$ cat src/rtl/cpu16_pkg.sv
package cpu16_pkg;

    // word widths fixed by the instruction set
    localparam int ADDR_W    = 24;
    localparam int DATA_W    = 16;
    localparam int REG_SEL_W = 3;

    // positions inside the 4-bit flag word
    localparam int FLAG_Z = 0;
    localparam int FLAG_C = 1;
    localparam int FLAG_S = 2;
    localparam int FLAG_V = 3;

    // instruction opcodes, bits 15:12 of the word
    typedef enum logic [3:0] {
        NOP    = 4'd0,
        LDI    = 4'd1,
        LDH    = 4'd2,
        ADD    = 4'd3,
        SUB    = 4'd4,
        AND_OP = 4'd5,
        OR_OP  = 4'd6,
        XOR_OP = 4'd7,
        LD     = 4'd8,
        ST     = 4'd9,
        JR     = 4'd10,
        DJNZ   = 4'd11,
        HALT   = 4'd12
    } op_e;

    // ALU operations, prefixed to keep them apart from the opcodes
    typedef enum logic [2:0] {
        ALU_PASS_IMM_LO = 3'd0,
        ALU_PASS_IMM_HI = 3'd1,
        ALU_ADD         = 3'd2,
        ALU_SUB         = 3'd3,
        ALU_AND         = 3'd4,
        ALU_OR          = 3'd5,
        ALU_XOR         = 3'd6,
        ALU_DEC         = 3'd7
    } alu_op_e;

    typedef enum logic [2:0] {
        FETCH    = 3'd0,
        OP_WAIT  = 3'd1,
        EXEC     = 3'd2,
        MEM_WAIT = 3'd3,
        WRITE    = 3'd4,
        HALTED   = 3'd5
    } ctrl_state_e;

endpackage

$ cat src/rtl/cpu16.sv
module cpu16 import cpu16_pkg::*; (
    input                clk,
    input                cen,
    input                rst_n,

    output  [ADDR_W-1:0] ram_addr,
    input   [DATA_W-1:0] ram_dout,
    output  [DATA_W-1:0] ram_din,
    output  [1:0]        ram_we,
    // register dump
    input   [7:0]        dmp_addr,
    output  [7:0]        dmp_din,

    output               halted
);

// control
logic [REG_SEL_W-1:0] reg_dst, reg_src;
logic                 reg_we, wr_sel_mem, flag_we;
alu_op_e              alu_op;
logic [7:0]           imm;

// register bank and ALU
logic [DATA_W-1:0]    dst_out, src_out, alu_dout;
logic [3:0]           flags, nx_flags;
logic                 dec_zero;

// program counter and memory
logic [ADDR_W-1:0]    pc;
logic                 pc_inc, pc_rel;
logic                 fetch_req, data_rd, data_wr;
logic [DATA_W-1:0]    ram_data;
logic                 instr_ok, ram_rdy;

cpu16_ctrl u_ctrl(
    .clk        ( clk        ),
    .cen        ( cen        ),
    .rst_n      ( rst_n      ),
    .instr      ( ram_data   ),
    .instr_ok   ( instr_ok   ),
    .ram_rdy    ( ram_rdy    ),
    .flags      ( flags      ),
    .dec_zero   ( dec_zero   ),
    .reg_dst    ( reg_dst    ),
    .reg_src    ( reg_src    ),
    .reg_we     ( reg_we     ),
    .wr_sel_mem ( wr_sel_mem ),
    .alu_op     ( alu_op     ),
    .imm        ( imm        ),
    .flag_we    ( flag_we    ),
    .pc_inc     ( pc_inc     ),
    .pc_rel     ( pc_rel     ),
    .fetch_req  ( fetch_req  ),
    .data_rd    ( data_rd    ),
    .data_wr    ( data_wr    ),
    .halted     ( halted     )
);

cpu16_regs u_regs(
    .clk        ( clk        ),
    .cen        ( cen        ),
    .rst_n      ( rst_n      ),
    .reg_dst    ( reg_dst    ),
    .reg_src    ( reg_src    ),
    .reg_we     ( reg_we     ),
    .wr_sel_mem ( wr_sel_mem ),
    .alu_dout   ( alu_dout   ),
    .ram_data   ( ram_data   ),
    .flag_we    ( flag_we    ),
    .nx_flags   ( nx_flags   ),
    .dmp_addr   ( dmp_addr   ),
    .dst_out    ( dst_out    ),
    .src_out    ( src_out    ),
    .flags      ( flags      ),
    .dmp_din    ( dmp_din    )
);

cpu16_alu u_alu(
    .dst_in     ( dst_out    ),
    .src_in     ( src_out    ),
    .imm        ( imm        ),
    .alu_op     ( alu_op     ),
    .flags_in   ( flags      ),
    .alu_dout   ( alu_dout   ),
    .nx_flags   ( nx_flags   ),
    .dec_zero   ( dec_zero   )
);

// jump offset shares the immediate field
cpu16_pc u_pc(
    .clk        ( clk        ),
    .cen        ( cen        ),
    .rst_n      ( rst_n      ),
    .pc_inc     ( pc_inc     ),
    .pc_rel     ( pc_rel     ),
    .offset     ( imm        ),
    .pc         ( pc         )
);

cpu16_ramctl u_ramctl(
    .clk        ( clk        ),
    .cen        ( cen        ),
    .rst_n      ( rst_n      ),
    .pc         ( pc         ),
    .fetch_req  ( fetch_req  ),
    .data_rd    ( data_rd    ),
    .data_wr    ( data_wr    ),
    .rd_addr    ( src_out    ),
    .wr_addr    ( dst_out    ),
    .wr_data    ( src_out    ),
    .ram_dout   ( ram_dout   ),
    .ram_addr   ( ram_addr   ),
    .ram_din    ( ram_din    ),
    .ram_we     ( ram_we     ),
    .ram_data   ( ram_data   ),
    .instr_ok   ( instr_ok   ),
    .ram_rdy    ( ram_rdy    )
);

endmodule

$ cat src/rtl/cpu16_alu.sv
module cpu16_alu import cpu16_pkg::*; (
    input        [DATA_W-1:0] dst_in,
    input        [DATA_W-1:0] src_in,
    input        [7:0]        imm,
    input  alu_op_e           alu_op,
    input        [3:0]        flags_in,

    output logic [DATA_W-1:0] alu_dout,
    output logic [3:0]        nx_flags,
    output                    dec_zero
);

logic [DATA_W:0]   sum;
logic [DATA_W:0]   diff;
logic [DATA_W-1:0] dec_val;
logic              add_v;
logic              sub_v;
logic              upd_zs;

// extra bit carries out of the top, and for SUB it is the borrow
assign sum  = {1'b0, dst_in} + {1'b0, src_in};
assign diff = {1'b0, dst_in} - {1'b0, src_in};

assign add_v = (dst_in[15] == src_in[15]) && (sum[15] != dst_in[15]);
assign sub_v = (dst_in[15] != src_in[15]) && (diff[15] != dst_in[15]);

// DJNZ test works on the decremented value
assign dec_val  = dst_in - 16'd1;
assign dec_zero = dec_val == '0;

always_comb begin
    alu_dout = dst_in;
    nx_flags = flags_in;
    upd_zs   = 1'b1;
    case (alu_op)
        ALU_PASS_IMM_LO: begin
            alu_dout = {8'h00, imm};
            upd_zs   = 1'b0;
        end
        ALU_PASS_IMM_HI: begin
            alu_dout = {imm, dst_in[7:0]};
            upd_zs   = 1'b0;
        end
        ALU_ADD: begin
            alu_dout         = sum[DATA_W-1:0];
            nx_flags[FLAG_C] = sum[DATA_W];
            nx_flags[FLAG_V] = add_v;
        end
        ALU_SUB: begin
            alu_dout         = diff[DATA_W-1:0];
            nx_flags[FLAG_C] = diff[DATA_W];
            nx_flags[FLAG_V] = sub_v;
        end
        ALU_AND: alu_dout = dst_in & src_in;
        ALU_OR:  alu_dout = dst_in | src_in;
        ALU_XOR: alu_dout = dst_in ^ src_in;
        default: begin
            // decrement keeps the flags as they are
            alu_dout = dec_val;
            upd_zs   = 1'b0;
        end
    endcase
    if (alu_op inside {ALU_AND, ALU_OR, ALU_XOR}) begin
        nx_flags[FLAG_C] = 1'b0;
        nx_flags[FLAG_V] = 1'b0;
    end
    if (upd_zs) begin
        nx_flags[FLAG_Z] = alu_dout == '0;
        nx_flags[FLAG_S] = alu_dout[15];
    end
end

endmodule

$ cat src/rtl/cpu16_ctrl.sv
module cpu16_ctrl import cpu16_pkg::*; (
    input                        clk,
    input                        cen,
    input                        rst_n,

    input        [DATA_W-1:0]    instr,
    input                        instr_ok,
    input                        ram_rdy,
    input        [3:0]           flags,
    input                        dec_zero,

    output       [REG_SEL_W-1:0] reg_dst,
    output       [REG_SEL_W-1:0] reg_src,
    output logic                 reg_we,
    output logic                 wr_sel_mem,
    output alu_op_e              alu_op,
    output       [7:0]           imm,
    output logic                 flag_we,
    output logic                 pc_inc,
    output logic                 pc_rel,
    output logic                 fetch_req,
    output logic                 data_rd,
    output logic                 data_wr,
    output                       halted
);

ctrl_state_e       state;
logic [DATA_W-1:0] ir;
op_e               op;
logic              jr_taken;

// instruction fields
assign op      = op_e'(ir[15:12]);
assign reg_dst = ir[10:8];
assign reg_src = ir[6:4];
assign imm     = ir[7:0];
assign halted  = state == HALTED;

// JR condition lives in the destination field
always_comb begin
    case (ir[10:8])
        3'd0:    jr_taken = 1'b1;
        3'd1:    jr_taken = flags[FLAG_Z];
        3'd2:    jr_taken = !flags[FLAG_Z];
        default: jr_taken = 1'b0;
    endcase
end

always_comb begin
    reg_we     = 1'b0;
    wr_sel_mem = 1'b0;
    flag_we    = 1'b0;
    alu_op     = ALU_PASS_IMM_LO;
    pc_inc     = 1'b0;
    pc_rel     = 1'b0;
    fetch_req  = 1'b0;
    data_rd    = 1'b0;
    data_wr    = 1'b0;
    case (state)
        FETCH: begin
            // pc moves past the word as it is requested
            pc_inc    = 1'b1;
            fetch_req = cen;
        end
        EXEC: begin
            case (op)
                LDI: begin
                    reg_we = 1'b1;
                end
                LDH: begin
                    reg_we = 1'b1;
                    alu_op = ALU_PASS_IMM_HI;
                end
                ADD: begin
                    reg_we  = 1'b1;
                    flag_we = 1'b1;
                    alu_op  = ALU_ADD;
                end
                SUB: begin
                    reg_we  = 1'b1;
                    flag_we = 1'b1;
                    alu_op  = ALU_SUB;
                end
                AND_OP: begin
                    reg_we  = 1'b1;
                    flag_we = 1'b1;
                    alu_op  = ALU_AND;
                end
                OR_OP: begin
                    reg_we  = 1'b1;
                    flag_we = 1'b1;
                    alu_op  = ALU_OR;
                end
                XOR_OP: begin
                    reg_we  = 1'b1;
                    flag_we = 1'b1;
                    alu_op  = ALU_XOR;
                end
                LD:   data_rd = cen;
                ST:   data_wr = cen;
                JR:   pc_rel  = jr_taken;
                DJNZ: begin
                    // counter written back, jump unless it reached zero
                    reg_we = 1'b1;
                    alu_op = ALU_DEC;
                    pc_rel = !dec_zero;
                end
                default: ;
            endcase
        end
        WRITE: begin
            reg_we     = 1'b1;
            wr_sel_mem = 1'b1;
        end
        default: ;
    endcase
end

always_ff @(posedge clk) begin
    if (!rst_n) begin
        state <= FETCH;
    end else if (cen) begin
        case (state)
            FETCH:    state <= OP_WAIT;
            OP_WAIT:  if (instr_ok) state <= EXEC;
            EXEC: begin
                case (op)
                    LD:      state <= MEM_WAIT;
                    HALT:    state <= HALTED;
                    default: state <= FETCH;
                endcase
            end
            MEM_WAIT: if (ram_rdy) state <= WRITE;
            WRITE:    state <= FETCH;
            HALTED:   state <= HALTED;
            default:  state <= FETCH;
        endcase
    end
end

// instruction register
always_ff @(posedge clk) begin
    if (cen && state == OP_WAIT && instr_ok) begin
        ir <= instr;
    end
end

a_rd_wr_excl: assert property (@(posedge clk) disable iff (!rst_n)
    !(data_rd && data_wr))
    else $error("data_rd and data_wr asserted together");

// once halted the register bank must stay frozen
a_halt_no_write: assert property (@(posedge clk) disable iff (!rst_n)
    halted |=> halted && !reg_we)
    else $error("register write or exit after HALT");

endmodule

$ cat src/rtl/cpu16_pc.sv
module cpu16_pc import cpu16_pkg::*; (
    input                     clk,
    input                     cen,
    input                     rst_n,

    input                     pc_inc,
    input                     pc_rel,
    input        [7:0]        offset,

    output logic [ADDR_W-1:0] pc
);

logic [ADDR_W-1:0] rel_step;

// signed jump offset
assign rel_step = {{(ADDR_W-8){offset[7]}}, offset};

always_ff @(posedge clk) begin
    if (!rst_n) begin
        pc <= '0;
    end else if (cen) begin
        if (pc_inc) begin
            pc <= pc + 1'b1;
        end else if (pc_rel) begin
            pc <= pc + rel_step;
        end
    end
end

a_inc_rel_excl: assert property (@(posedge clk) disable iff (!rst_n)
    !(pc_inc && pc_rel))
    else $error("pc_inc and pc_rel asserted together");

endmodule

$ cat src/rtl/cpu16_ramctl.sv
module cpu16_ramctl import cpu16_pkg::*; (
    input                     clk,
    input                     cen,
    input                     rst_n,

    input        [ADDR_W-1:0] pc,
    input                     fetch_req,
    input                     data_rd,
    input                     data_wr,
    input        [DATA_W-1:0] rd_addr,
    input        [DATA_W-1:0] wr_addr,
    input        [DATA_W-1:0] wr_data,
    // RAM interface
    input        [DATA_W-1:0] ram_dout,
    output logic [ADDR_W-1:0] ram_addr,
    output       [DATA_W-1:0] ram_din,
    output       [1:0]        ram_we,

    output       [DATA_W-1:0] ram_data,
    output                    instr_ok,
    output                    ram_rdy
);

logic [ADDR_W-1:0] addr_q;
logic [DATA_W-1:0] data_q;
logic              pending;
logic              pend_fetch;
logic              req;

assign req = fetch_req || data_rd || data_wr;

// address held between requests so the RAM sees a stable word
always_comb begin
    if (fetch_req) begin
        ram_addr = pc;
    end else if (data_rd) begin
        ram_addr = {{(ADDR_W-DATA_W){1'b0}}, rd_addr};
    end else if (data_wr) begin
        ram_addr = {{(ADDR_W-DATA_W){1'b0}}, wr_addr};
    end else begin
        ram_addr = addr_q;
    end
end

assign ram_din  = wr_data;
assign ram_we   = data_wr ? 2'b11 : 2'b00;
assign instr_ok = pending && pend_fetch;
assign ram_rdy  = pending && !pend_fetch;
// last read word kept for the load write-back
assign ram_data = pending ? ram_dout : data_q;

always_ff @(posedge clk) begin
    if (!rst_n) begin
        addr_q     <= '0;
        pending    <= 1'b0;
        pend_fetch <= 1'b0;
    end else if (cen) begin
        if (req) begin
            addr_q <= ram_addr;
        end
        pending    <= fetch_req || data_rd;
        pend_fetch <= fetch_req;
    end
end

always_ff @(posedge clk) begin
    if (cen && pending) begin
        data_q <= ram_dout;
    end
end

a_no_overlap: assert property (@(posedge clk) disable iff (!rst_n)
    pending |-> !req)
    else $error("RAM request while a read is pending");

endmodule

$ cat src/rtl/cpu16_regs.sv
module cpu16_regs import cpu16_pkg::*; (
    input                        clk,
    input                        cen,
    input                        rst_n,

    input        [REG_SEL_W-1:0] reg_dst,
    input        [REG_SEL_W-1:0] reg_src,
    input                        reg_we,
    input                        wr_sel_mem,
    input        [DATA_W-1:0]    alu_dout,
    input        [DATA_W-1:0]    ram_data,
    input                        flag_we,
    input        [3:0]           nx_flags,
    // register dump
    input        [7:0]           dmp_addr,

    output       [DATA_W-1:0]    dst_out,
    output       [DATA_W-1:0]    src_out,
    output logic [3:0]           flags,
    output logic [7:0]           dmp_din
);

// dump byte that holds the flags
localparam logic [7:0] DMP_FLAGS = 8'd16;

logic [DATA_W-1:0] regs [0:7];
logic [DATA_W-1:0] wr_data;
logic [DATA_W-1:0] dmp_word;

assign dst_out = regs[reg_dst];
assign src_out = regs[reg_src];
assign wr_data = wr_sel_mem ? ram_data : alu_dout;

always_ff @(posedge clk) begin
    if (!rst_n) begin
        for (int i = 0; i < 8; i++) begin
            regs[i] <= '0;
        end
        flags <= 4'h0;
    end else if (cen) begin
        if (reg_we) begin
            regs[reg_dst] <= wr_data;
        end
        if (flag_we) begin
            flags <= nx_flags;
        end
    end
end

// register n sits at bytes 2n and 2n+1
assign dmp_word = regs[dmp_addr[3:1]];

always_comb begin
    if (dmp_addr < DMP_FLAGS) begin
        dmp_din = dmp_addr[0] ? dmp_word[15:8] : dmp_word[7:0];
    end else if (dmp_addr == DMP_FLAGS) begin
        dmp_din = {4'h0, flags};
    end else begin
        dmp_din = 8'h00;
    end
end

endmodule
$ cat config.mk
export PLATFORM = sky130hd
export DESIGN_NAME = cpu16
export DESIGN_NICKNAME = d
export VERILOG_FILES = /design/src/rtl/cpu16_pkg.sv /design/src/rtl/cpu16.sv /design/src/rtl/cpu16_alu.sv /design/src/rtl/cpu16_ctrl.sv /design/src/rtl/cpu16_pc.sv /design/src/rtl/cpu16_ramctl.sv /design/src/rtl/cpu16_regs.sv
export SDC_FILE = /design/constraint.sdc
export NUM_CORES = 1
export LEC_CHECK = 0
export BUFFER_PORTS_ARGS = -buffer_cell sky130_fd_sc_hd__buf_4
export CAP_MARGIN = 20
export CORE_MARGIN = 4
export CORE_UTILIZATION = 30
export DETAILED_ROUTE_END_ITERATION = 7
export GPL_ROUTABILITY_DRIVEN = 0
export GPL_TIMING_DRIVEN = 0
export HOLD_SLACK_MARGIN = 0.1
export MAX_ROUTING_LAYER = met4
export SYNTH_ARGS = -nofsm -noshare
export SYNTH_HDL_FRONTEND = slang
export SYNTH_SLANG_ARGS = --single-unit
$ cat constraint.sdc
create_clock -name clk -period 10.23 [get_ports clk]
set_clock_uncertainty 0.15 [all_clocks]
set_input_delay 2.046 -clock clk [delete_from_list [all_inputs] [get_ports clk]]
set_output_delay 2.046 -clock clk [all_outputs]
set_load 0.01 [all_outputs]
==> results.yml <==
run_status:
  status: "finished, final reports clean"
clocking:
  cts_buffers: 26
  cts_tree: "built"
  clock-sinks: 222
  clk_path_buf_depth: 3
  postCtsHoldBufs: 0
  cts_root_buffer: "clkbuf_16"
  cts.clk_slew.worst_paths_ps: 50
  clk_latency_ps: 560
  h-tree-depth: 1
  cts_resized: 0
  post_cts_buffers: 0
setup_path:
  crit_path_max_fanout: 6
  critPathTopFamily: "buffers and inverters"
  path_class: "input port to output port"
  cp-end-kind: "output port"
  slowest_stage: "mux4_2"
  worstPathRequired_ps: 8030
  cpPeakStageDelay_ps: 540
  arrival_ps: 4660
  path_buf_inv: 4
  start_kind: "input port"
  path_cells: "clkbuf_1 -> buf_1 -> buf_8 -> mux4_2 -> mux4_2 -> nand2_1 -> o21ai_0 -> buf_4"
  crit_top_cell: "mux4_2"
die:
  dieHeight_um: 240
  fp.coreArea_sq_um: 52900
  start_util: 0.304
  dieWidth_um: 240
  rows: 84
  die-area_sq_um: 57400
  io_pins: 78
sta:
  max_freq_ghz: 0.146
  finalHoldViolCount: 0
  setup_viol: 0
  worst-slew-pin-transition_ps: 1070
  slew_headroom: 0.267
  post-route-period-util: 0.670
  setup_tns_ps: 0
  fin_crit_ps: 6850
  drv_slew: 0
  rsz0062_at_grt: "no"
routing:
  drtAntennaViolNets: 0
  wl_um: 60200
  drc: 0
  drt_iter0_markers: 2062
  num_vias: 14100
  viasPerCell: 5.96
  firstDrtPassIters: 6
  wl_per_cell_um: 25.5
synthesis:
  yosysSeqAreaShare: 0.375
  synth_edf_count: 159
  synth-main-ff-cell: "edfxtp_1"
  synth_area_leaders: "edfxtp_1 30%, mux4_2 15%, dfxtp_1 7.8%"
  yosys.area.top_type: "edfxtp_1"
  synthCells: 1547
  ys_types: 87
  synth.top_cell.area_share: 0.297
  ys_warn_count: 0
  async_flop_share: 0
  synth-seq-cells: 222
  syn_avg_cell_area_sq_um: 10.4
  syn-num-nets: 1651
  syn_area_sq_um: 16100
global_route:
  grt_overflow_total: 0
  grt_pass1_wl_um: 87500
  grt_use_total: 0.208
  grt_pass1_vias: 13600
  antenna_found_initial: 2
  grt_max_degree: 24
cells_and_area:
  fin_nets: 1759
  finalNonFillerCells: 2362
  layout_commonest_cell: "nor2_1"
  mostFrequentLayoutCells: "258 x nor2_1, 159 x edfxtp_1, 109 x mux4_2, 93 x a21oi_1, 90 x nand2_1"
  area_growth_pct: 14.2
  final_layout_size_suffix_gt1_frac: 0.187
placed_design:
  portBuffers: 73
  hpwlAfterDp_um: 44900
  dp_cells: 2312
run:
  drv_cap: 0
hold_path:
  min_path_type: "flop to flop"
pwr:
  p_leak_nw: 6.87
  power_density_nw_per_um2: 126
  ir_worst_vdd_v: 0.000126
==> synth_stat cells, drive strengths merged (8+ instances only) <==
master,instances
a211oi,26
a21o,14
a21oi,95
a22o,9
a22oi,12
and2,30
buf,31
clkbuf,67
dfxtp,63
edfxtp,159
ha,74
inv,66
mux2,41
mux2i,49
mux4,109
nand2,91
nand2b,13
nand3,26
nor2,259
nor2b,17
nor3,25
nor4,11
o211a,8
o211ai,12
o21ai,64
o22ai,13
xnor2,24
==> final timing paths <==
kind / start / end / slack, ps / cells past startpoint
min: u_pc.pc[23] / u_pc.pc[23] / 350 / 2
max: dmp_addr[1] / dmp_din[3] / 3380 / 8
min reg2reg: u_pc.pc[23] / u_pc.pc[23] / 350 / 2
max reg2reg: flop / u_regs.regs[5][15] / 3450 / 17
==> registers in the layout, summed over array words and instances, names as in the netlist, named ones only <==
name,cells
u_ramctl.data_q,16
u_pc.pc,24
u_ramctl.pending,1
u_ctrl.state,3
u_regs.regs,128
u_ramctl.pend_fetch,1
u_regs.flags,4
u_ramctl.addr_q,24
u_ctrl.ir,15
==> power breakdown <==
group	internal [mW]	leakage (nW)	switching, mW	total [mW]
clock network	0.502	0.380	0.373	0.875
logic	0.165	4.37	0.262	0.427
registers	0.997	2.12	0.0231	1.02
==> layout make-up <==
cell class,count,area [sq um]
fill,5276,34500
antenna,2,5.00
timing repair buffer,80,636
clock buffer,39,751
buffer,98,438
sequential,222,6040
clock inverter,6,30.0
inverter,68,255
multi-input combinational,1159,9360
tap,688,861
==> worst reg2reg max path, cell delays in order (launching register included) <==
cell      delay (ps)
dfxtp_1          350
clkbuf_1         320
buf_1            810
mux4_2           610
mux2_2           410
inv_1            130
ha_1             140
clkbuf_1         320
o21ai_0          200
o21ai_0          400
a41oi_1          210
o21ai_0          530
a31oi_1          230
o21ai_0          460
mux2i_1          240
a211oi_1         120
a21oi_1          770
nor2_1           100
==> kinds of logic after synthesis <==
kind of cell	synth area share
DFF	0.375
and+or+nand+nor	0.148
buffers and inverters	0.0431
muxes	0.216
adders and majority gates	0.0613
AOI/OAI and AO/OA	0.140
xor gates and xnor gates	0.0173
==> layer usage <==
layer  vias up  GRT usage  wire length [um]
met5         -          -                 0
met1      6909      0.267             23100
met2       920      0.322             27300
met4         0     0.0860              2970
met3       184     0.0448              6780
li1       6054          -                 -
==> through the flow <==
step	hold slack, ps	util	power (mW)	cell area [sq um]	setup slack (ps)
detailed placement	338	0.332	1.45	17500	3100
global placement	327	0.331	1.45	17500	3090
global route	375	0.347	2.39	18400	3060
floorplan	294	-	1.30	16100	3970
finish	347	0.347	2.32	18400	3380
CTS	350	0.347	2.32	18300	3090
(Power assumes the default switching activity.)
